===== src/hw/core_cfg.svh =====
`ifndef CORE_CFG_SVH
`define CORE_CFG_SVH

// first fetch address after reset.
`define CORE_RESET_PC 32'h0000_0000

// trace credits held by the core after reset.
`define CORE_WB_CREDITS 4

// architectural registers, x0 included.
`define CORE_NUM_REGS 32

`endif


===== src/hw/ctrl_pkg.sv =====
package ctrl_pkg;

    typedef enum logic [2:0] {
        ALU_ADD,
        ALU_SUB,
        ALU_AND,
        ALU_OR,
        ALU_XOR,
        ALU_SLT,
        ALU_PASS_B // lui needs the immediate unchanged.
    } alu_op_e;

    typedef enum logic [1:0] {
        ALU_SRC_REG_1,
        ALU_SRC_REG_2,
        ALU_SRC_EXT_IMM,
        ALU_SRC_PC
    } alu_src_e;

    typedef enum logic [1:0] {
        IMM_SRC_I,
        IMM_SRC_S,
        IMM_SRC_U,
        IMM_SRC_J
    } imm_src_e;

    // 2'b11 is left unused.
    typedef enum logic [1:0] {
        RES_SRC_ALU_OUT,
        RES_SRC_PC_PLUS_4,
        RES_SRC_MEM
    } res_src_e;

    typedef enum logic [1:0] {
        FWD_NONE,
        FWD_FROM_M,
        FWD_FROM_W
    } fwd_sel_e;

endpackage


===== src/hw/isa_pkg.sv =====
package isa_pkg;

    typedef logic [31:0] word_t;     // data and instruction word.
    typedef logic [4:0]  reg_addr_t; // register index.

    // major opcodes of the supported RV32I subset.
    typedef enum logic [6:0] {
        OP_LOAD  = 7'b0000011,
        OP_IMM   = 7'b0010011,
        OP_STORE = 7'b0100011,
        OP_REG   = 7'b0110011,
        OP_LUI   = 7'b0110111,
        OP_JAL   = 7'b1101111
    } opcode_e;

    // funct3 codes for register and immediate arithmetic.
    localparam logic [2:0] F3_ADD_SUB = 3'b000;
    localparam logic [2:0] F3_SLT     = 3'b010;
    localparam logic [2:0] F3_XOR     = 3'b100;
    localparam logic [2:0] F3_OR      = 3'b110;
    localparam logic [2:0] F3_AND     = 3'b111;

    // width code of word loads and stores.
    localparam logic [2:0] F3_WORD = 3'b010;

endpackage


===== src/hw/core_top.sv =====
`include "core_cfg.svh"

module core_top import isa_pkg::*, ctrl_pkg::*; (
    input  logic      clk,
    input  logic      arst_n,
    input  word_t     instr,
    input  word_t     dmem_rdata,
    input  logic      wb_credit,
    output word_t     pc,
    output word_t     dmem_addr,
    output word_t     dmem_wdata,
    output logic      dmem_we,
    output logic      dmem_re,
    output logic      wb_valid,
    output reg_addr_t wb_rd,
    output word_t     wb_data
);
    word_t     regs [`CORE_NUM_REGS];
    word_t     pc_d, instr_d, pc_e, rd1_e, rd2_e, imm_e;
    word_t     alu_out_m, store_data_m, pc_plus_4_m, alu_out_w, pc_plus_4_w, mem_rd_w;
    logic      valid_d, valid_e, valid_m, valid_w;
    alu_op_e   alu_ctrl_e;
    alu_src_e  alu_src_a_e, alu_src_b_e;
    res_src_e  result_src_e, result_src_m, result_src_w;
    logic      rf_we_e, mem_we_e, mem_re_e, jal_e;
    logic      rf_we_m, mem_we_m, mem_re_m, rf_we_w;
    reg_addr_t rs1_e, rs2_e, rd_e, rd_m, rd_w;

    // decode stage outputs.
    word_t     imm_dec, rd1_d, rd2_d;
    imm_src_e  imm_src_dec;
    alu_op_e   alu_ctrl_dec;
    alu_src_e  alu_src_a_dec, alu_src_b_dec;
    res_src_e  result_src_dec;
    logic      rf_we_dec, mem_we_dec, mem_re_dec, is_jal_dec;
    reg_addr_t rs1_dec, rs2_dec, rd_dec, rs1_used, rs2_used;

    word_t     alu_out_x, store_data_x, jal_target, result_w;
    fwd_sel_e  fwd_a, fwd_b;
    logic      stall_fd, flush_fd_de, wb_stall, rf_write;

    always_ff @(posedge clk or negedge arst_n) begin
        if (!arst_n) begin
            pc <= `CORE_RESET_PC;
        end else if (!wb_stall && (flush_fd_de || !stall_fd)) begin
            pc <= flush_fd_de ? jal_target : pc + 32'd4;
        end
    end

    // F/D. a flushed slot holds an all-zero word, which decodes as a no-op.
    always_ff @(posedge clk or negedge arst_n) begin
        if (!arst_n) begin
            valid_d <= 1'b0;
            instr_d <= '0;
            pc_d    <= '0;
        end else if (!wb_stall && flush_fd_de) begin
            valid_d <= 1'b0;
            instr_d <= '0;
        end else if (!wb_stall && !stall_fd) begin
            valid_d <= 1'b1;
            instr_d <= instr;
            pc_d    <= pc;
        end
    end

    decode_unit u_decode (
        .instr      (instr_d),
        .imm        (imm_dec),
        .imm_src    (imm_src_dec),
        .alu_ctrl   (alu_ctrl_dec),
        .alu_src_a  (alu_src_a_dec),
        .alu_src_b  (alu_src_b_dec),
        .result_src (result_src_dec),
        .rf_we      (rf_we_dec),
        .mem_we     (mem_we_dec),
        .mem_re     (mem_re_dec),
        .is_jal     (is_jal_dec),
        .rs1        (rs1_dec),
        .rs2        (rs2_dec),
        .rd         (rd_dec)
    );

    // register file, x0 is never written.
    always_ff @(posedge clk or negedge arst_n) begin
        if (!arst_n) begin
            for (int i = 0; i < `CORE_NUM_REGS; i++) begin
                regs[i] <= '0;
            end
        end else if (rf_write) begin
            regs[rd_w] <= result_w;
        end
    end

    // writeback and decode of the same register in one cycle read the new value.
    assign rd1_d = (rf_write && rd_w == rs1_dec) ? result_w : regs[rs1_dec];
    assign rd2_d = (rf_write && rd_w == rs2_dec) ? result_w : regs[rs2_dec];

    // lui and jal carry immediate bits in rs1, so they must not cause a stall.
    assign rs1_used = (imm_src_dec inside {IMM_SRC_U, IMM_SRC_J}) ? '0 : rs1_dec;
    assign rs2_used = (alu_src_b_dec == ALU_SRC_REG_2 || mem_we_dec) ? rs2_dec : '0;

    // D/E. a stall or flush inserts a bubble.
    always_ff @(posedge clk or negedge arst_n) begin
        if (!arst_n) begin
            valid_e      <= 1'b0;
            {rf_we_e, mem_we_e, mem_re_e, jal_e} <= '0;
            {pc_e, rd1_e, rd2_e, imm_e} <= '0;
            {rs1_e, rs2_e, rd_e} <= '0;
            alu_ctrl_e   <= ALU_ADD;
            alu_src_a_e  <= ALU_SRC_REG_1;
            alu_src_b_e  <= ALU_SRC_REG_2;
            result_src_e <= RES_SRC_ALU_OUT;
        end else if (!wb_stall && (stall_fd || flush_fd_de)) begin
            valid_e <= 1'b0;
            {rf_we_e, mem_we_e, mem_re_e, jal_e} <= '0;
            rd_e    <= '0;
        end else if (!wb_stall) begin
            valid_e      <= valid_d;
            rf_we_e      <= rf_we_dec && valid_d;
            mem_we_e     <= mem_we_dec && valid_d;
            mem_re_e     <= mem_re_dec && valid_d;
            jal_e        <= is_jal_dec && valid_d;
            {pc_e, rd1_e, rd2_e, imm_e} <= {pc_d, rd1_d, rd2_d, imm_dec};
            {rs1_e, rs2_e, rd_e} <= {rs1_dec, rs2_dec, rd_dec};
            alu_ctrl_e   <= alu_ctrl_dec;
            alu_src_a_e  <= alu_src_a_dec;
            alu_src_b_e  <= alu_src_b_dec;
            result_src_e <= result_src_dec;
        end
    end

    execute_unit u_execute (
        .rd1        (rd1_e),
        .rd2        (rd2_e),
        .imm        (imm_e),
        .pc         (pc_e),
        .alu_ctrl   (alu_ctrl_e),
        .alu_src_a  (alu_src_a_e),
        .alu_src_b  (alu_src_b_e),
        .fwd_a      (fwd_a),
        .fwd_b      (fwd_b),
        .alu_out_m  (alu_out_m),
        .result_w   (result_w),
        .alu_out    (alu_out_x),
        .store_data (store_data_x),
        .jal_target (jal_target)
    );

    // E/M and M/W, both frozen by a trace stall.
    always_ff @(posedge clk or negedge arst_n) begin
        if (!arst_n) begin
            {valid_m, rf_we_m, mem_we_m, mem_re_m, valid_w, rf_we_w} <= '0;
            {alu_out_m, store_data_m, pc_plus_4_m} <= '0;
            {alu_out_w, pc_plus_4_w, mem_rd_w} <= '0;
            {rd_m, rd_w} <= '0;
            result_src_m <= RES_SRC_ALU_OUT;
            result_src_w <= RES_SRC_ALU_OUT;
        end else if (!wb_stall) begin
            {valid_m, rf_we_m, mem_we_m, mem_re_m} <= {valid_e, rf_we_e, mem_we_e, mem_re_e};
            {alu_out_m, store_data_m, pc_plus_4_m} <= {alu_out_x, store_data_x, pc_e + 32'd4};
            rd_m         <= rd_e;
            result_src_m <= result_src_e;
            {valid_w, rf_we_w, rd_w} <= {valid_m, rf_we_m, rd_m};
            {alu_out_w, pc_plus_4_w, mem_rd_w} <= {alu_out_m, pc_plus_4_m, dmem_rdata};
            result_src_w <= result_src_m;
        end
    end

    assign dmem_addr  = alu_out_m;
    assign dmem_wdata = store_data_m;
    assign dmem_we    = valid_m && mem_we_m && !wb_stall; // the store waits out the stall.
    assign dmem_re    = valid_m && mem_re_m;

    result_unit u_result (
        .clk        (clk),
        .arst_n     (arst_n),
        .result_src (result_src_w),
        .alu_out    (alu_out_w),
        .pc_plus_4  (pc_plus_4_w),
        .mem_rd     (mem_rd_w),
        .rd         (rd_w),
        .rf_we      (rf_we_w),
        .valid      (valid_w),
        .wb_credit  (wb_credit),
        .result     (result_w),
        .rf_write   (rf_write),
        .wb_stall   (wb_stall),
        .wb_valid   (wb_valid),
        .wb_rd      (wb_rd),
        .wb_data    (wb_data)
    );

    hazard_ctrl u_hazard (
        .rs1_e       (rs1_e),
        .rs2_e       (rs2_e),
        .rs1_d       (rs1_used),
        .rs2_d       (rs2_used),
        .rd_e        (rd_e),
        .rd_m        (rd_m),
        .rd_w        (rd_w),
        .rf_we_m     (rf_we_m),
        .rf_we_w     (rf_we_w),
        .mem_re_e    (mem_re_e),
        .jal_e       (jal_e),
        .fwd_a       (fwd_a),
        .fwd_b       (fwd_b),
        .stall_fd    (stall_fd),
        .flush_fd_de (flush_fd_de)
    );

endmodule


===== src/hw/decode_unit.sv =====
module decode_unit import isa_pkg::*, ctrl_pkg::*; (
    input  word_t     instr,
    output word_t     imm,
    output imm_src_e  imm_src,
    output alu_op_e   alu_ctrl,
    output alu_src_e  alu_src_a,
    output alu_src_e  alu_src_b,
    output res_src_e  result_src,
    output logic      rf_we,
    output logic      mem_we,
    output logic      mem_re,
    output logic      is_jal,
    output reg_addr_t rs1,
    output reg_addr_t rs2,
    output reg_addr_t rd
);
    opcode_e    opcode;
    logic [2:0] funct3;
    logic       known;

    assign opcode = opcode_e'(instr[6:0]);
    assign funct3 = instr[14:12];
    assign rs1    = instr[19:15];
    assign rs2    = instr[24:20];
    assign rd     = instr[11:7];

    always_comb begin
        // defaults describe a no-op.
        imm_src    = IMM_SRC_I;
        alu_ctrl   = ALU_ADD;
        alu_src_a  = ALU_SRC_REG_1;
        alu_src_b  = ALU_SRC_REG_2;
        result_src = RES_SRC_ALU_OUT;
        rf_we      = 1'b0;
        mem_we     = 1'b0;
        mem_re     = 1'b0;
        is_jal     = 1'b0;
        known      = 1'b1;
        case (opcode)
            OP_REG: begin
                rf_we = 1'b1;
                case (funct3)
                    F3_ADD_SUB: alu_ctrl = instr[30] ? ALU_SUB : ALU_ADD;
                    F3_SLT:     alu_ctrl = ALU_SLT;
                    F3_XOR:     alu_ctrl = ALU_XOR;
                    F3_OR:      alu_ctrl = ALU_OR;
                    F3_AND:     alu_ctrl = ALU_AND;
                    default:    rf_we = 1'b0; // shifts and sltu are not supported.
                endcase
            end
            OP_IMM: begin
                alu_src_b = ALU_SRC_EXT_IMM;
                rf_we     = (funct3 == F3_ADD_SUB); // addi only.
            end
            OP_LUI: begin
                imm_src   = IMM_SRC_U;
                alu_ctrl  = ALU_PASS_B;
                alu_src_b = ALU_SRC_EXT_IMM;
                rf_we     = 1'b1;
            end
            OP_LOAD: begin
                alu_src_b  = ALU_SRC_EXT_IMM;
                result_src = RES_SRC_MEM;
                rf_we      = (funct3 == F3_WORD);
                mem_re     = (funct3 == F3_WORD);
            end
            OP_STORE: begin
                imm_src   = IMM_SRC_S;
                alu_src_b = ALU_SRC_EXT_IMM;
                mem_we    = (funct3 == F3_WORD);
            end
            OP_JAL: begin
                imm_src    = IMM_SRC_J;
                result_src = RES_SRC_PC_PLUS_4; // link value.
                rf_we      = 1'b1;
                is_jal     = 1'b1;
            end
            default: known = 1'b0;
        endcase
    end

    always_comb begin
        case (imm_src)
            IMM_SRC_I: imm = {{20{instr[31]}}, instr[31:20]};
            IMM_SRC_S: imm = {{20{instr[31]}}, instr[31:25], instr[11:7]};
            IMM_SRC_U: imm = {instr[31:12], 12'b0};
            IMM_SRC_J: imm = {{12{instr[31]}}, instr[19:12], instr[20], instr[30:21], 1'b0};
        endcase
    end

    // every supported opcode must pick a real writeback source.
    res_src_defined: assert #0 (!known ||
        result_src inside {RES_SRC_ALU_OUT, RES_SRC_PC_PLUS_4, RES_SRC_MEM})
        else $error("decode left result_src undefined for opcode %b", instr[6:0]);

endmodule


===== src/hw/execute_unit.sv =====
module execute_unit import isa_pkg::*, ctrl_pkg::*; (
    input  word_t    rd1,
    input  word_t    rd2,
    input  word_t    imm,
    input  word_t    pc,
    input  alu_op_e  alu_ctrl,
    input  alu_src_e alu_src_a,
    input  alu_src_e alu_src_b,
    input  fwd_sel_e fwd_a,
    input  fwd_sel_e fwd_b,
    input  word_t    alu_out_m,
    input  word_t    result_w,
    output word_t    alu_out,
    output word_t    store_data,
    output word_t    jal_target
);
    word_t src_1, src_2;
    word_t op_a, op_b;

    // pick the newest copy of a source register.
    function automatic word_t forward(fwd_sel_e sel, word_t reg_val, word_t m_val, word_t w_val);
        case (sel)
            FWD_FROM_M: return m_val;
            FWD_FROM_W: return w_val;
            default:    return reg_val;
        endcase
    endfunction

    function automatic word_t pick_src(alu_src_e sel, word_t r1, word_t r2, word_t i, word_t p);
        case (sel)
            ALU_SRC_REG_1:   return r1;
            ALU_SRC_REG_2:   return r2;
            ALU_SRC_EXT_IMM: return i;
            default:         return p;
        endcase
    endfunction

    assign src_1      = forward(fwd_a, rd1, alu_out_m, result_w);
    assign src_2      = forward(fwd_b, rd2, alu_out_m, result_w);
    assign store_data = src_2; // sw writes the forwarded rs2.

    assign op_a = pick_src(alu_src_a, src_1, src_2, imm, pc);
    assign op_b = pick_src(alu_src_b, src_1, src_2, imm, pc);

    always_comb begin
        case (alu_ctrl)
            ALU_ADD:    alu_out = op_a + op_b;
            ALU_SUB:    alu_out = op_a - op_b;
            ALU_AND:    alu_out = op_a & op_b;
            ALU_OR:     alu_out = op_a | op_b;
            ALU_XOR:    alu_out = op_a ^ op_b;
            ALU_SLT:    alu_out = {31'b0, $signed(op_a) < $signed(op_b)};
            ALU_PASS_B: alu_out = op_b;
            default:    alu_out = '0;
        endcase
    end

    assign jal_target = pc + imm;

    // the unused code 2'b11 would mean a forward from M and W at once.
    fwd_a_legal: assert #0 (fwd_a inside {FWD_NONE, FWD_FROM_M, FWD_FROM_W})
        else $error("fwd_a selects both the M and the W stage");

endmodule


===== src/hw/hazard_ctrl.sv =====
module hazard_ctrl import isa_pkg::*, ctrl_pkg::*; (
    input  reg_addr_t rs1_e,
    input  reg_addr_t rs2_e,
    input  reg_addr_t rs1_d,
    input  reg_addr_t rs2_d,
    input  reg_addr_t rd_e,
    input  reg_addr_t rd_m,
    input  reg_addr_t rd_w,
    input  logic      rf_we_m,
    input  logic      rf_we_w,
    input  logic      mem_re_e,
    input  logic      jal_e,
    output fwd_sel_e  fwd_a,
    output fwd_sel_e  fwd_b,
    output logic      stall_fd,
    output logic      flush_fd_de
);
    // the younger result in M wins over the one in W.
    function automatic fwd_sel_e fwd_for(reg_addr_t rs, reg_addr_t m_rd, logic m_we,
                                         reg_addr_t w_rd, logic w_we);
        if (rs == '0) begin
            return FWD_NONE;
        end else if (m_we && rs == m_rd) begin
            return FWD_FROM_M;
        end else if (w_we && rs == w_rd) begin
            return FWD_FROM_W;
        end
        return FWD_NONE;
    endfunction

    assign fwd_a = fwd_for(rs1_e, rd_m, rf_we_m, rd_w, rf_we_w);
    assign fwd_b = fwd_for(rs2_e, rd_m, rf_we_m, rd_w, rf_we_w);

    // load data only exists after M, so a dependent in D waits one cycle.
    assign stall_fd = mem_re_e && (rd_e != '0) && (rd_e == rs1_d || rd_e == rs2_d);

    assign flush_fd_de = jal_e;

    stall_xor_flush: assert #0 (!(stall_fd && flush_fd_de))
        else $error("load-use stall and jal flush in the same cycle");

endmodule


===== src/hw/result_unit.sv =====
`include "core_cfg.svh"

module result_unit import isa_pkg::*, ctrl_pkg::*; (
    input  logic      clk,
    input  logic      arst_n,
    input  res_src_e  result_src,
    input  word_t     alu_out,
    input  word_t     pc_plus_4,
    input  word_t     mem_rd,
    input  reg_addr_t rd,
    input  logic      rf_we,
    input  logic      valid,
    input  logic      wb_credit,
    output word_t     result,
    output logic      rf_write,
    output logic      wb_stall,
    output logic      wb_valid,
    output reg_addr_t wb_rd,
    output word_t     wb_data
);
    localparam int CW = $clog2(`CORE_WB_CREDITS + 1);

    logic [CW-1:0] credits;
    logic          writes;

    always_comb begin
        case (result_src)
            RES_SRC_PC_PLUS_4: result = pc_plus_4;
            RES_SRC_MEM:       result = mem_rd;
            default:           result = alu_out;
        endcase
    end

    assign writes   = valid && rf_we && (rd != '0);
    assign wb_valid = writes && (credits != '0);
    assign wb_stall = writes && (credits == '0); // no credit, hold everything.
    assign rf_write = wb_valid;
    assign wb_rd    = rd;
    assign wb_data  = result;

    always_ff @(posedge clk or negedge arst_n) begin
        if (!arst_n) begin
            credits <= CW'(`CORE_WB_CREDITS);
        end else begin
            credits <= credits + CW'(wb_credit) - CW'(wb_valid);
        end
    end

    credits_bounded: assert property (@(posedge clk) disable iff (!arst_n)
        credits <= CW'(`CORE_WB_CREDITS))
        else $error("trace credits above %0d", `CORE_WB_CREDITS);

    valid_needs_credit: assert property (@(posedge clk) disable iff (!arst_n)
        wb_valid |-> credits != '0)
        else $error("wb_valid raised with no credit left");

endmodule


===== config.mk =====
export PLATFORM = sky130hd
export DESIGN_NAME = core_top
export DESIGN_NICKNAME = d
export VERILOG_FILES = /design/src/hw/ctrl_pkg.sv /design/src/hw/isa_pkg.sv /design/src/hw/core_top.sv /design/src/hw/decode_unit.sv /design/src/hw/execute_unit.sv /design/src/hw/hazard_ctrl.sv /design/src/hw/result_unit.sv
export VERILOG_INCLUDE_DIRS = /design/src /design/src/hw
export SDC_FILE = /design/constraint.sdc
export NUM_CORES = 2
export LEC_CHECK = 0
export BUFFER_PORTS_ARGS = -buffer_cell sky130_fd_sc_hd__buf_2
export CORE_UTILIZATION = 52
export DETAILED_ROUTE_END_ITERATION = 8
export PLACE_DENSITY = 0.68
export SYNTH_ARGS = -nofsm -noshare
export SYNTH_HDL_FRONTEND = slang
export SYNTH_HIERARCHICAL = 1
export SYNTH_SLANG_ARGS = --single-unit

===== constraint.sdc =====
create_clock -name clk -period 6.4 [get_ports clk]
set_input_delay 0.96 -clock clk [delete_from_list [all_inputs] [get_ports clk]]
set_output_delay 0.96 -clock clk [all_outputs]
set_load 0.005 [all_outputs]

# [Word level (Yosys, flattened, before mapping)]
# Index checks and enable logic that the tools add are counted.
[totals] register_bits=1491 wordCells=234 mem_bits_ro=0 output_inout_bits=136 mem_bits_rw=0 latchBits=0 mem_count=0 input_bits=67
[classes] mux=61 mul=0 eq_ne=37 shift=0 bitwise=9 n_reduce_logical=47 n_div=0 order_cmp=5 n_addsub=7
[ops] cell="bitwise mux 1024 bit" n=1
[ops] cell="binary-select mux 32 bit (select 5 bit)" n=2
[ops] cell="2-to-1 mux 32 bit" n=10
[ops] cell="one-hot mux 32 bit (7 select lines)" n=1
[ops] cell="one-hot mux 32 bit (2 select lines)" n=3
[ops] cell="demux 32 bit (select 5 bit)" n=1
[ops] cell="one-hot mux 32 bit (4 select lines)" n=1
[ops] cell="one-hot mux 32 bit (3 select lines)" n=1
[ops] cell="adder 32 x 3 -> 32 bit (second input constant)" n=2
[ops] cell="adder 32 bit" n=2
[ops] cell="== test 5 bit" n=8
[ops] cell="AND 32 bit" n=1
[ops] cell="less-than comparator 32 bit" n=1
[ops] cell="bitwise OR 32 bit" n=1
[ops] cell="subtractor 32 bit" n=1
[ops] cell="XOR 32 bit" n=1
[ops] cell="logical AND 1 bit" n=24
[ops] cell="2-to-1 mux 1 bit" n=23
[ops] cell="== test 7 x 6 -> 1 bit (second input constant)" n=3
[ops] cell="2-to-1 mux 5 bit" n=4
[ops] cell="== test 3 bit (second input constant)" n=6
[ops] cell=">= comparator 6 bit (second input constant)" n=3
[ops] cell="2-to-1 mux 2 bit" n=9
[ops] cell="NOT 5 -> 6 bit" n=3
[ops] cell="other kinds (29)" n=54

# [Longest topological paths before layout]
[logic_depth] ltp_word=13 mapped_depth=27 ltp_nobuf=24

# [Modules after synthesis]
# Netlist, hierarchy kept.
[by_module_without_submodules] mod="core_top" n_inst=1 area_per_inst_um2=72764.8 seq_area_each_um2=37287.0 cells_per_inst=4955
[by_module_without_submodules] mod="execute_unit" n_inst=1 area_per_inst_um2=9590.4 seq_area_each_um2=0.0 cells_per_inst=1352
[by_module_without_submodules] mod="result_unit" n_inst=1 area_per_inst_um2=1102.3 seq_area_each_um2=76.3 cells_per_inst=170
[by_module_without_submodules] mod="decode_unit" n_inst=1 area_per_inst_um2=720.7 seq_area_each_um2=0.0 cells_per_inst=96
[by_module_without_submodules] mod="hazard_ctrl" n_inst=1 area_per_inst_um2=415.4 seq_area_each_um2=0.0 cells_per_inst=54

# [Least setup slack after synthesis]
# Ideal clock, no wire load.
[synth_path] path_kind="flip-flop to flip-flop" startpoint="register rs2_e[1]" endpoint="register alu_out_m[24], in the netlist dmem_addr[24]" setup_time_ps=125 required_ps=6275 period_less_slack_ps=5670 path_buffers=2 arrival_time_ps=5545 path_stages_with_launch=25 slack_ps=730 cell_sequence="dfrtp_1 > or4_4 > nor2_4 > nor2_1 > and4_1 > ha_1 > clkbuf_1 > clkbuf_1 > o21ai_0 > mux4_2 > inv_1 > ha_1 > inv_1 > fa_1 > nor2b_1 > o211ai_2 > nand3_1 > a41oi_2 > a31oi_1 > a221o_1 > a2111oi_2 > o21a_1 > o211ai_1 > and3b_1 > mux2_2"
[synth_via] elab_chain_cells=11 word_cells_on_any_way=21 cone_classes="add/sub (2); eq/ne (4); mux (9); bitwise (3); reduce/logical (3)"
[synth_rtl] item="start: declaration" line_no="core_top.sv:27" rtl="reg_addr_t rs1_e, rs2_e, rd_e, rd_m, rd_w;"
[synth_rtl] item="start signal: assignment" line_no="core_top.sv:124" rtl="{rs1_e, rs2_e, rd_e} <= {rs1_dec, rs2_dec, rd_dec};"
[synth_rtl] item="== test 5 bit" line_no="hazard_ctrl.sv:25" rtl="end else if (w_we && rs == w_rd) begin"
[synth_rtl] item="logical AND 1 bit" line_no="hazard_ctrl.sv:25"
[synth_rtl] item="2-to-1 mux 1 bit" line_no="hazard_ctrl.sv:25"
[synth_rtl] item="2-to-1 mux 1 bit" line_no="hazard_ctrl.sv:23" rtl="end else if (m_we && rs == m_rd) begin"
[synth_rtl] item="2-to-1 mux 1 bit" line_no="hazard_ctrl.sv:21" rtl="if (rs == '0) begin"
[synth_rtl] item="2-to-1 mux 2 bit *" line_no="hazard_ctrl.sv:28" rtl="return FWD_NONE;"
[synth_rtl] item="named net fwd_b[1]" line_no="core_top.sv:39" rtl="fwd_sel_e fwd_a, fwd_b;"
[synth_rtl] item="== test 2 bit or == test 2 x 1 -> 1 bit (tied branches)" line_no="execute_unit.sv:22" rtl="case (sel)"
[synth_rtl] item="one-hot mux 32 bit (2 select lines) *" line_no="execute_unit.sv:22"
[synth_rtl] item="named net store_data_x[0]" line_no="core_top.sv:38" rtl="word_t alu_out_x, store_data_x, jal_target, result_w;"
[synth_rtl] item="one-hot mux 32 bit (3 select lines) *" line_no="execute_unit.sv:30" rtl="case (sel)"
[synth_rtl] item="subtractor 32 bit or adder 32 bit (tied branches)" line_no="execute_unit.sv:48, execute_unit.sv:47"
[synth_rtl] item="one-hot mux 32 bit (7 select lines) *" line_no="execute_unit.sv:46" rtl="case (alu_ctrl)"
[synth_rtl] item="named net alu_out_x[24]" line_no="core_top.sv:38"
[synth_rtl] item="end signal: assignment" line_no="core_top.sv:160" rtl="{alu_out_m, store_data_m, pc_plus_4_m} <= {alu_out_x, store_data_x, pc_e + 32'd4};"
[synth_rtl] item="end: declaration" line_no="core_top.sv:20" rtl="word_t alu_out_m, store_data_m, pc_plus_4_m, alu_out_w, pc_plus_4_w, mem_rd_w;"
# Mark *: on every way through the listed nets, which the timed path passes. The rest lies on a longest branch.
# A chain may end at the register's enable or synchronous reset.

# [Final worst setup path]
[layout_path] startpoint="register rs2_e[1]" endpoint="register alu_out_m[31], in the netlist dmem_addr[31]"
# The elaborated chain is that of the path after synthesis.

==> impl_results.md <==
- Remaining global-route overflow: 0
- Post-CTS Hold Buffers: 0
- Maximum vdd ir drop: 0.302 mV
- Pwr Total: 27.6 mW
- Global-route wire length before repair: 414000 microns
- Die height: 405 microns
- Worst setup SP type: flop
- Maximum capacitance violations: 0
- Pwr dens: 294 nW/um^2
- Finish-stage setup viols: 0
- CP Class: flop to flop
- Synthesis Warnings: 6
- First-pass DRT Iterations: 6
- Vias: 59789
- Global-route usage over all layers: 34.5%
- Via/cell ratio: 6.72
- Final setup TNS: 0 ns
- Skew-Pair Late Insertion Delay: 0.84 ns
- P&R area growth vs syn: 10.8%
- Maximum clock rate: 162 MHz
- Port-buffer cells: 202
- Setup crit end kind: flop
- Clock root buffer: clkbuf_16
- HPWL after detailed placement: 184000 microns
- Outcome: completed
- CP arrival: 6.87 ns
- WP buf/inv: 4
- Reg2Reg Setup Slack: 0.25 ns
- Clock transition at path regs: 0.07 ns
- Total CTS buffers: 163
- Max reg flops: 1024
- Largest net degree at the start of global routing: 171
- Reg2Reg Capture Point: dmem_addr[31]
- Core box area: 161000 sq um
- Final core occ: 58.2%
- Routability cong.: 0.999
- Wire per inst: 31.7 microns
- CP required: 7.11 ns
- 1st-iter DRT viols: 7120
- Worst hold path type: input port to asynchronous set/reset pin
- # nets final: 6799
- Max_slew headroom: 9.81%
- Fin crit period: 6.15 ns
- Final WL: 282000 microns
- Hold_ws: 0.0949 ns
- Reg with most FFs: regs
- Row cnt: 147
- Die span in x: 405 microns
- Initial Utilization: 52.6%
- CTS tree: built
- Hold Vio Cnt, Final: 0
- Cell count after synthesis: 6626
- Post-Syn Area: 84600 sq um
- Crit-path slowest cell: o21ai_0
- LEAKAGE: 43.0 nW
- RSZ-0062 raised after global routing: no
- Critical Path Fanout Max: 8
- Detail Route Antenna Nets: 0
- CP peak stage delay: 0.59 ns
- Crit path max-delay family: compound AO/OA/AOI/OAI gates
- Max Root-Sink Buffers: 3
- Design area: 93700 sq um
- R2r worst-path depth: 25
- Worst-margin pin slew: 1.35 ns
- Post-route clock period utilization: 96.2%
- Antenna violations before repair: 9
- H-tree level count: 4
- Share of cells above drive strength 1: 40.5%
- DRC Markers: 0
- Vias in the first global route: 59177
- Clock sink count: 1493
- Mapped Avg Cell Area: 12.8 sq um
- Die Area: 164000 sq um
- Skew final: 0.0571 ns
- Max-slew violations: 0
- Ports: 203
- Worst r2r src: rs2_e[1]
- Dpl cell area: 87800 sq um
==> power by group <==
group | total [mW] | internal (mW) | switching [mW]
Sequential | 11.3 | 10.2 | 1.14
Combinational | 5.91 | 2.23 | 3.68
Clock | 10.3 | 6.17 | 4.16
==> routing by layer <==
layer	GRT usage, %	routed length, microns	vias up
met2	52.0	128000	2883
met3	7.21	23000	691
met4	20.7	19000	14
met1	46.1	112000	31425
met5	0	91	-
li1	-	-	24776
==> cell type report <==
type,count,area (sq um)
Antenna cell,7,17.5
Timing Repair Buffer,431,3000
Inverter,137,522
Sequential cell,1493,37400
Clock inverter,80,1220
Multi-Input combinational cell,4359,44200
Fill cell,12818,67200
Clock buffer,224,4680
Tap cell,2160,2700
==> worst max path at each step <==
stage	end	depth (start not counted)	start	slack, ns
2_1_floorplan	dmem_addr[24]	24	rs2_e[1]	0.73
3_3_place_gp	dmem_addr[31]	23	rs2_e[1]	0.08
3_5_place_dp	dmem_addr[24]	23	rs2_e[1]	0.03
4_1_cts	dmem_addr[24]	23	rs2_e[1]	0.004
5_1_grt	dmem_addr[24]	27	rd_m[1]	0.01
6_report	dmem_addr[31]	25	rs2_e[1]	0.25
==> timing repair <==
action / CTS / global route
gates resized for setup: 0 / 11
setup buffers: 0 / 0
setup endpoints to repair: 0 / 11
==> cell usage in the layout (no fill, tap or decap), types with 27 or more instances in the layout <==
cell       count
mux2_2      1272
inv_1        132
mux2i_1      142
nand4_1       30
nor4_1        55
a21oi_1      127
a22oi_1      117
nor2_1       129
nand2_1      595
ha_1         139
dfrtp_1     1479
a221o_1       36
buf_2        201
a22o_1        52
buf_4        207
xnor2_1       83
a21o_1        38
clkinv_2      27
o21ai_0      211
nor3_1        40
clkbuf_16    164
o21ai_2       32
o22ai_1      120
xor2_1        45
clkbuf_8      35
mux4_2       594
nor2b_1       29
nand3_1       59
==> metrics by stage <==
stage               setup slack [ns]  instances
CTS                          0.00439       8884
floorplan                      0.730       6627
global route                  0.0104       8884
finish                         0.245       8891
detailed placement            0.0314       8580
global placement              0.0783       8580
(Power assumes the default switching activity.)
